**src/source/pet_defines.svh**
```systemverilog
`ifndef PET_DEFINES_SVH
`define PET_DEFINES_SVH

// Tick pacing, clk cycles per tick on the board
`define PET_TICK_DIVISOR 7500000

// Level range of every need
`define PET_LEVEL_MIN 1
`define PET_LEVEL_MAX 10
`define PET_LEVEL_RESET 8

// Ticks without care before a level drops by one
`define PET_DECAY_TICKS 24

// Ticks of held care per level step, health and hunger step every tick
`define PET_CARE_TICKS_FUN 6
`define PET_CARE_TICKS_SLEEP 12

// Lowest level that still shows a happy face
`define PET_HAPPY_THRESHOLD 5

`endif

```
**src/source/pet_pkg.sv**
```systemverilog
package pet_pkg;

    // 4-bit need level, 1 to 10 in use
    typedef logic [3:0] level_t;

    // Need codes as shown on the need_sel pins
    typedef enum logic [1:0] {
        NEED_HEALTH = 2'd0,
        NEED_ENERGY = 2'd1,
        NEED_HUNGER = 2'd2,
        NEED_FUN    = 2'd3
    } need_e;

    // Synchronized pin levels seen by the core
    typedef struct packed {
        logic health;     // Health button held
        logic feed;       // Feed button held
        logic play;       // Play sensor active
        logic tilt;       // High while the pet is upright
        logic test_press; // One cycle pulse on a test button press
    } pet_inputs_t;

    // What the pet currently shows
    typedef struct packed {
        need_e  need;  // Most recently attended need
        logic   happy; // Selected level at or above threshold
        logic   sleep; // Pet lying down outside test mode
        level_t level; // Level of the selected need
    } pet_view_t;

endpackage

```
**src/source/input_sync.sv**
```systemverilog
`timescale 1ns/1ps

module input_sync (
    input  logic                 clk,
    input  logic                 btn_reset,
    input  logic                 btn_health,
    input  logic                 btn_feed,
    input  logic                 play_sensor,
    input  logic                 tilt,
    input  logic                 btn_test,
    output pet_pkg::pet_inputs_t inputs
);

    // Pin order {health, feed, play, tilt, test}
    localparam logic [4:0] IDLE_PINS = 5'b00011; // Upright, test button released

    logic [4:0] pins;
    logic [4:0] meta;
    logic [4:0] stable;
    logic       test_last;

    assign pins = {btn_health, btn_feed, play_sensor, tilt, btn_test};

    always_ff @(posedge clk) begin
        if (!btn_reset) begin
            meta      <= IDLE_PINS;
            stable    <= IDLE_PINS;
            test_last <= 1'b1;
        end else begin
            meta      <= pins;
            stable    <= meta;
            test_last <= stable[0]; // Previous synchronized test sample
        end
    end

    assign inputs.health     = stable[4];
    assign inputs.feed       = stable[3];
    assign inputs.play       = stable[2];
    assign inputs.tilt       = stable[1];
    assign inputs.test_press = test_last & ~stable[0]; // Falling edge, button is active low

endmodule

```
**src/source/need_counter.sv**
```systemverilog
`timescale 1ns/1ps
`include "pet_defines.svh"

module need_counter #(
    parameter int CARE_TICKS = 1
) (
    input  logic            clk,
    input  logic            btn_reset,
    input  logic            tick,
    input  logic            care,
    input  logic            decay_en,
    input  logic            test_mode,
    output pet_pkg::level_t level
);

    localparam int CARE_W  = $clog2(CARE_TICKS + 1);
    localparam int DECAY_W = $clog2(`PET_DECAY_TICKS + 1);

    localparam pet_pkg::level_t LVL_MIN   = pet_pkg::level_t'(`PET_LEVEL_MIN);
    localparam pet_pkg::level_t LVL_MAX   = pet_pkg::level_t'(`PET_LEVEL_MAX);
    localparam pet_pkg::level_t LVL_RESET = pet_pkg::level_t'(`PET_LEVEL_RESET);

    logic [CARE_W-1:0]  care_timer;
    logic [CARE_W-1:0]  care_next;
    logic [DECAY_W-1:0] decay_timer;
    logic [DECAY_W-1:0] decay_next;
    logic               care_done;
    logic               decay_done;

    assign care_next  = care_timer + 1'b1;
    assign decay_next = decay_timer + 1'b1;
    assign care_done  = (care_next == CARE_W'(CARE_TICKS));
    assign decay_done = (decay_next == DECAY_W'(`PET_DECAY_TICKS));

    always_ff @(posedge clk) begin
        if (!btn_reset) begin
            level       <= LVL_RESET;
            care_timer  <= '0;
            decay_timer <= '0;
        end else if (tick) begin
            if (test_mode) begin
                // Test mode jumps between the extremes, no decay
                if (care) begin
                    level <= (level == LVL_MIN) ? LVL_MAX : LVL_MIN;
                end
            end else if (care) begin
                if (care_done) begin
                    if (level < LVL_MAX) begin
                        level <= level + 1'b1;
                    end
                    care_timer  <= '0;
                    decay_timer <= '0; // Fresh care restarts the decay period
                end else begin
                    care_timer <= care_next;
                end
            end else if (decay_en) begin
                if (decay_done) begin
                    if (level > LVL_MIN) begin
                        level <= level - 1'b1;
                    end
                    decay_timer <= '0;
                end else begin
                    decay_timer <= decay_next;
                end
            end
        end
    end

endmodule

```
**src/source/pet_core.sv**
```systemverilog
`timescale 1ns/1ps
`include "pet_defines.svh"

module pet_core (
    input  logic                 clk,
    input  logic                 btn_reset,
    input  logic                 tick,
    input  pet_pkg::pet_inputs_t inputs,
    output pet_pkg::pet_view_t   view,
    output logic                 test_led
);

    localparam pet_pkg::level_t HAPPY_LVL = pet_pkg::level_t'(`PET_HAPPY_THRESHOLD);
    localparam pet_pkg::level_t LVL_RESET = pet_pkg::level_t'(`PET_LEVEL_RESET);

    logic            test_mode;
    logic            energy_care;
    pet_pkg::need_e  need_sel;
    pet_pkg::level_t health_level;
    pet_pkg::level_t energy_level;
    pet_pkg::level_t hunger_level;
    pet_pkg::level_t fun_level;
    pet_pkg::level_t sel_level;

    assign energy_care = ~inputs.tilt & ~test_mode; // Lying down is rest, not in test mode
    assign test_led    = test_mode;

    need_counter #(.CARE_TICKS(1)) health_inst (
        .clk       (clk),
        .btn_reset (btn_reset),
        .tick      (tick),
        .care      (inputs.health),
        .decay_en  (1'b1),
        .test_mode (test_mode),
        .level     (health_level)
    );

    need_counter #(.CARE_TICKS(1)) hunger_inst (
        .clk       (clk),
        .btn_reset (btn_reset),
        .tick      (tick),
        .care      (inputs.feed),
        .decay_en  (1'b1),
        .test_mode (test_mode),
        .level     (hunger_level)
    );

    need_counter #(.CARE_TICKS(`PET_CARE_TICKS_FUN)) fun_inst (
        .clk       (clk),
        .btn_reset (btn_reset),
        .tick      (tick),
        .care      (inputs.play),
        .decay_en  (1'b1),
        .test_mode (test_mode),
        .level     (fun_level)
    );

    // Energy only drains while the pet is upright
    need_counter #(.CARE_TICKS(`PET_CARE_TICKS_SLEEP)) energy_inst (
        .clk       (clk),
        .btn_reset (btn_reset),
        .tick      (tick),
        .care      (energy_care),
        .decay_en  (inputs.tilt),
        .test_mode (test_mode),
        .level     (energy_level)
    );

    always_ff @(posedge clk) begin
        if (!btn_reset) begin
            test_mode <= 1'b0;
        end else if (inputs.test_press) begin
            test_mode <= 1'b1; // Sticky until reset
        end
    end

    // Most recently attended need, fixed priority on a tie
    always_ff @(posedge clk) begin
        if (!btn_reset) begin
            need_sel <= pet_pkg::NEED_HEALTH;
        end else if (tick) begin
            if (inputs.health) begin
                need_sel <= pet_pkg::NEED_HEALTH;
            end else if (inputs.feed) begin
                need_sel <= pet_pkg::NEED_HUNGER;
            end else if (inputs.play) begin
                need_sel <= pet_pkg::NEED_FUN;
            end else if (energy_care) begin
                need_sel <= pet_pkg::NEED_ENERGY;
            end
        end
    end

    always_comb begin
        case (need_sel)
            pet_pkg::NEED_HEALTH: sel_level = health_level;
            pet_pkg::NEED_ENERGY: sel_level = energy_level;
            pet_pkg::NEED_HUNGER: sel_level = hunger_level;
            default:              sel_level = fun_level;
        endcase
    end

    always_ff @(posedge clk) begin
        if (!btn_reset) begin
            view.need  <= pet_pkg::NEED_HEALTH;
            view.happy <= (LVL_RESET >= HAPPY_LVL);
            view.sleep <= 1'b0;
            view.level <= LVL_RESET;
        end else begin
            view.need  <= need_sel;
            view.happy <= (sel_level >= HAPPY_LVL);
            view.sleep <= energy_care; // Already masked by test mode
            view.level <= sel_level;
        end
    end

endmodule

```
**src/source/pet_top.sv**
```systemverilog
`timescale 1ns/1ps
`include "pet_defines.svh"

module pet_top #(
    parameter int TICK_DIVISOR = `PET_TICK_DIVISOR
) (
    input  logic       clk,
    input  logic       btn_reset,
    input  logic       btn_health,
    input  logic       btn_feed,
    input  logic       play_sensor,
    input  logic       tilt,
    input  logic       btn_test,
    output logic [1:0] need_sel,
    output logic       happy,
    output logic       sleep,
    output logic [6:0] seg_display,
    output logic       test_led
);

    logic                 tick;
    pet_pkg::pet_inputs_t inputs;
    pet_pkg::pet_view_t   view;

    tick_divider #(.DIVISOR(TICK_DIVISOR)) tick_divider_inst (
        .clk       (clk),
        .btn_reset (btn_reset),
        .tick      (tick)
    );

    input_sync input_sync_inst (
        .clk         (clk),
        .btn_reset   (btn_reset),
        .btn_health  (btn_health),
        .btn_feed    (btn_feed),
        .play_sensor (play_sensor),
        .tilt        (tilt),
        .btn_test    (btn_test),
        .inputs      (inputs)
    );

    pet_core pet_core_inst (
        .clk       (clk),
        .btn_reset (btn_reset),
        .tick      (tick),
        .inputs    (inputs),
        .view      (view),
        .test_led  (test_led)
    );

    seven_seg_encoder seven_seg_encoder_inst (
        .clk         (clk),
        .btn_reset   (btn_reset),
        .level       (view.level),
        .seg_display (seg_display)
    );

    assign need_sel = view.need;
    assign happy    = view.happy;
    assign sleep    = view.sleep;

endmodule

```
**src/source/seven_seg_encoder.sv**
```systemverilog
`timescale 1ns/1ps

module seven_seg_encoder (
    input  logic            clk,
    input  logic            btn_reset,
    input  pet_pkg::level_t level,
    output logic [6:0]      seg_display
);

    // Active low, segment g in bit 6
    logic [6:0] seg_next;

    always_comb begin
        case (level)
            4'd0:    seg_next = 7'b1000000;
            4'd1:    seg_next = 7'b1111001;
            4'd2:    seg_next = 7'b0100100;
            4'd3:    seg_next = 7'b0110000;
            4'd4:    seg_next = 7'b0011001;
            4'd5:    seg_next = 7'b0010010;
            4'd6:    seg_next = 7'b0000010;
            4'd7:    seg_next = 7'b1111000;
            4'd8:    seg_next = 7'b0000000;
            4'd9:    seg_next = 7'b0010000;
            4'd10:   seg_next = 7'b0001000; // Shown as A
            default: seg_next = 7'b1111111; // Blank
        endcase
    end

    always_ff @(posedge clk) begin
        if (!btn_reset) begin
            seg_display <= 7'b0000000; // Digit 8, the reset level
        end else begin
            seg_display <= seg_next;
        end
    end

endmodule

```
**src/source/tick_divider.sv**
```systemverilog
`timescale 1ns/1ps
`include "pet_defines.svh"

module tick_divider #(
    parameter int DIVISOR = `PET_TICK_DIVISOR
) (
    input  logic clk,
    input  logic btn_reset,
    output logic tick
);

    localparam int CNT_W = (DIVISOR > 1) ? $clog2(DIVISOR) : 1;

    logic [CNT_W-1:0] count;
    logic             wrap;

    assign wrap = (count == CNT_W'(DIVISOR - 1)); // Last cycle of a period

    always_ff @(posedge clk) begin
        if (!btn_reset) begin
            count <= '0;
            tick  <= 1'b0;
        end else begin
            count <= wrap ? '0 : count + 1'b1;
            tick  <= wrap; // Registered, so first tick lands DIVISOR cycles out
        end
    end

endmodule

```
**config.mk**
```make
export PLATFORM = sky130hd
export DESIGN_NAME = pet_top
export DESIGN_NICKNAME = d
export VERILOG_FILES = /design/src/source/pet_pkg.sv /design/src/source/input_sync.sv /design/src/source/need_counter.sv /design/src/source/pet_core.sv /design/src/source/pet_top.sv /design/src/source/seven_seg_encoder.sv /design/src/source/tick_divider.sv
export VERILOG_INCLUDE_DIRS = /design/src /design/src/source
export SDC_FILE = /design/constraint.sdc
export NUM_CORES = 1
export LEC_CHECK = 0
export BUFFER_PORTS_ARGS = -buffer_cell sky130_fd_sc_hd__buf_2
export CAP_MARGIN = 20
export CORE_MARGIN = 2
export CORE_UTILIZATION = 40
export CTS_CLUSTER_DIAMETER = 60
export DETAILED_ROUTE_END_ITERATION = 8
export HOLD_SLACK_MARGIN = 0.05
export PLACE_DENSITY = 0.61
export SLEW_MARGIN = 5
export SYNTH_ARGS = -nofsm -noshare
export SYNTH_HDL_FRONTEND = slang
export SYNTH_HIERARCHICAL = 1
export SYNTH_SLANG_ARGS = --single-unit
```
**constraint.sdc**
```tcl
create_clock -name clk -period 7.2 [get_ports clk]
set_clock_uncertainty 0.15 [all_clocks]
set_input_delay 1.08 -clock clk [delete_from_list [all_inputs] [get_ports clk]]
set_output_delay 1.08 -clock clk [all_outputs]
set_load 0.05 [all_outputs]
```
==> summary.txt <==
Outcome
  – Status: finished clean

Route
  – Post-route ant nets: 0
  – WL per Instance: 13.1 µm
  – Iter 0 DRT Violations: 320
  – Drc violations: 0
  – DR top layer: met4
  – Metal2 WL: 4820 µm
  – Post-Route WL: 10,600 µm
  – Routed vias/inst: 5.45
  – Drt pass-1 iters: 4
  – Routed met1 length: 5310 µm
  – Total number of vias: 4,434
  – DR WL met3: 336 µm

STA
  – Measured slew at the worst slew-check pin: 0.748 ns
  – Clock period minus worst slack: 2.64 ns
  – Fmax: 0.379 GHz
  – Setup TNS: 0 ns
  – Setup WS post-layout: 4.56 ns
  – Final Hold Vio Count: 0
  – Final Max Slew Viols: 0
  – Final period util: 36.7%
  – Slew margin rel.: 50.0%
  – RSZ-0062 raised after global routing: no
  – Final setup vio count: 0

Placed design
  – PortBufs: 18
  – DP Worst Slack: 4.39 ns
  – Dpl cell area: 5690 µm²
  – Gpl congestion: 0.811
  – DP HPWL: 7190 µm

Power and ir drop
  – PwrDens: 181 nW/µm²
  – Worst IR Drop VDD: 0.000125 V
  – Lkg Pwr: 0.00226 µW

Logic synthesis
  – Number of synthesized flops with an enable pin: 0
  – Mapped Area: 5550 µm²
  – Netlist cell types: 91
  – Top_reg_cell synth: dfxtp_1
  – Syn Inst Count: 622
  – Mean Syn Cell Area: 8.93 µm²
  – Async set or reset register ratio after synthesis: 0%
  – Seq/Total Area, Yosys: 34.6%
  – Synth warnings: 6
  – Number of synthesized register bits: 96

Clock network
  – Post-CTS Setup Bufs: 0
  – TritonCTS clock tree: built
  – Worst-Skew Late Latency: 0.34 ns
  – CTS Root Cell: clkbuf_16
  – Post-CTS sizing: 0
  – Bufs on Longest Clock Path: 2
  – Post-CTS Hold Buffers: 0
  – CTS buffer count: 9
  – CTS H-tree depth: 3
  – Reg clk slew, reported paths: 0.06 ns
  – Sink Count: 96

GRT
  – GR Overflow Total: 0
  – Vias in the first global route: 4,115
  – Largest net degree at the start of global routing: 70
  – Initial antenna violation count: 0
  – GRT Util Overall: 15.5%
  – First-pass GRT wire length: 18,900 µm

Job
  – Max_cap viols: 0

Floorplan
  – Core Area: 13,700 µm²
  – DIE HEIGHT: 122 µm
  – Row count: 43
  – Initial Utilization: 40.5%
  – Area of the die: 14,800 µm²
  – Die width: 122 µm
  – # IOs: 19

Worst setup path
  – Critical path cell sequence: buf_4 > buf_2
  – WP data required: 5.97 ns
  – CP Class: reg -> out
  – Critical Path Start Type: flop
  – Critical Path AT: 1.41 ns
  – Worst setup EP type: output pin
  – Max Fanout on Critical Path: 42
  – Largest stage delay on the critical path: 0.38 ns
  – Worst path slowest cell: buf_4

Worst hold path
  – Worst min path class: reg -> reg

Cells and area
  – Layout cells sized above 1: 10.6%
  – Area added between synthesis and finish: 8.29%
  – ANT cells: 0
  – Most frequent cells in the layout: 96 x dfxtp_1, 50 x nand2_1, 46 x nor2_1, 34 x o21ai_0
  – Most common cell after layout, fill and taps aside: dfxtp_1
  – Design area: 6010 µm²
  – Final nets: 664
final cells by class:
type,count,area [µm²]
Sequential cell,96,1920
Clock inverter,4,70.1
Clock buffer,10,239
Fill cell,1337,7710
Tap cell,180,225
Inverter,31,116
Multi-Input combinational cell,471,3310
Timing Repair Buffer,22,128
cell usage after synthesis, drive strengths merged, types with 4 or more instances:
library cell,count,area share (%)
inv,31,2.1
dfxtp,96,35
nor3,13,1.2
o41ai,5,1.3
mux4,4,1.8
xnor2,12,1.9
o211ai,5,0.86
nand2b,16,2.5
or3,6,0.68
mux2,4,0.95
nand2,51,3.5
or4,7,1.0
xor2,10,1.6
a21o,4,0.56
ha,26,5.9
and4b,4,0.74
and3b,4,0.63
nor3b,7,0.95
buf,19,3.1
a21boi,9,1.3
o21ai,37,3.3
and2,20,2.3
mux2i,11,2.2
a21oi,29,2.6
nand4,9,1.0
o22ai,8,0.90
or4b,4,0.72
nor2,47,3.3
nor4,5,0.56
nor2b,17,1.9
nand3,26,2.3
clkbuf,11,0.97
a31oi,5,0.56
kinds of logic (layout without fill, tap and decap cells):
logic type	count (synthesis)	count (layout)	synth area share (%)
xor gates and xnor gates	22	22	3.47
buffers and inverters	61	67	6.13
adders and majority gates	26	26	5.86
DFF	96	96	34.6
other	1	7	0.0675
and+or+nand+nor	249	249	25.5
muxes	19	19	4.91
AOI/OAI and AO/OA	148	148	19.4
through the flow:
stage,total power [µW],hold WS [ns],utilization (%),cells
after floorplan,588,0.236,-,628
after global placement,595,0.239,41.4,798
after detailed placement,596,0.242,41.5,799
after CTS,1110,0.257,43.7,813
after global routing,1130,0.278,43.8,814
final,1090,0.256,43.8,814
state kept, by name, indices dropped and copies added (netlist names), 5 cells and up:
signal	cells
pet_core_inst/health_inst/decay_timer	5
input_sync_inst/meta	5
seven_seg_encoder_inst/seg_display	7
tick_divider_inst/count	23
pet_core_inst/energy_inst/decay_timer	5
pet_core_inst/fun_inst/decay_timer	5
pet_core_inst/view	8
pet_core_inst/hunger_inst/decay_timer	5
input_sync_inst/stable	5
path summary, 6_finish.rpt:
kind / from / to / slack, ns / cells after the start
worst min register to register: input_sync_inst/meta[0] / input_sync_inst/stable[0] / 0.26 / 1
worst max-delay path: pet_core_inst/test_led / test_led / 4.56 / 2
worst min-delay path: input_sync_inst/meta[0] / input_sync_inst/stable[0] / 0.26 / 1
worst max register to register: tick_divider_inst/count[0] / tick_divider_inst/count[22] / 4.74 / 5
report_power, final:
part / leakage [µW] / internal, µW / switching, µW
combinational: 0.00133 / 16.3 / 26.0
sequential: 0.000776 / 536 / 6.35
clock: 0.000154 / 309 / 196
total: 0.00226 / 861 / 228
worst max-delay path: cells and delay by family, from the launching register on:
kind	cells	cell delay (ns)
buf+inv	2	0.73
flops	1	0.33
metal layers:
| metal | vias to the layer above | track usage, % |
|---|---|---|
| met1 | 2104 | 20.3 |
| met2 | 61 | 25.0 |
| met3 | 8 | 2.72 |
| met5 | - | 0 |
| met4 | 0 | 6.68 |
| li1 | 2261 | - |
(Power assumes the default switching activity.)
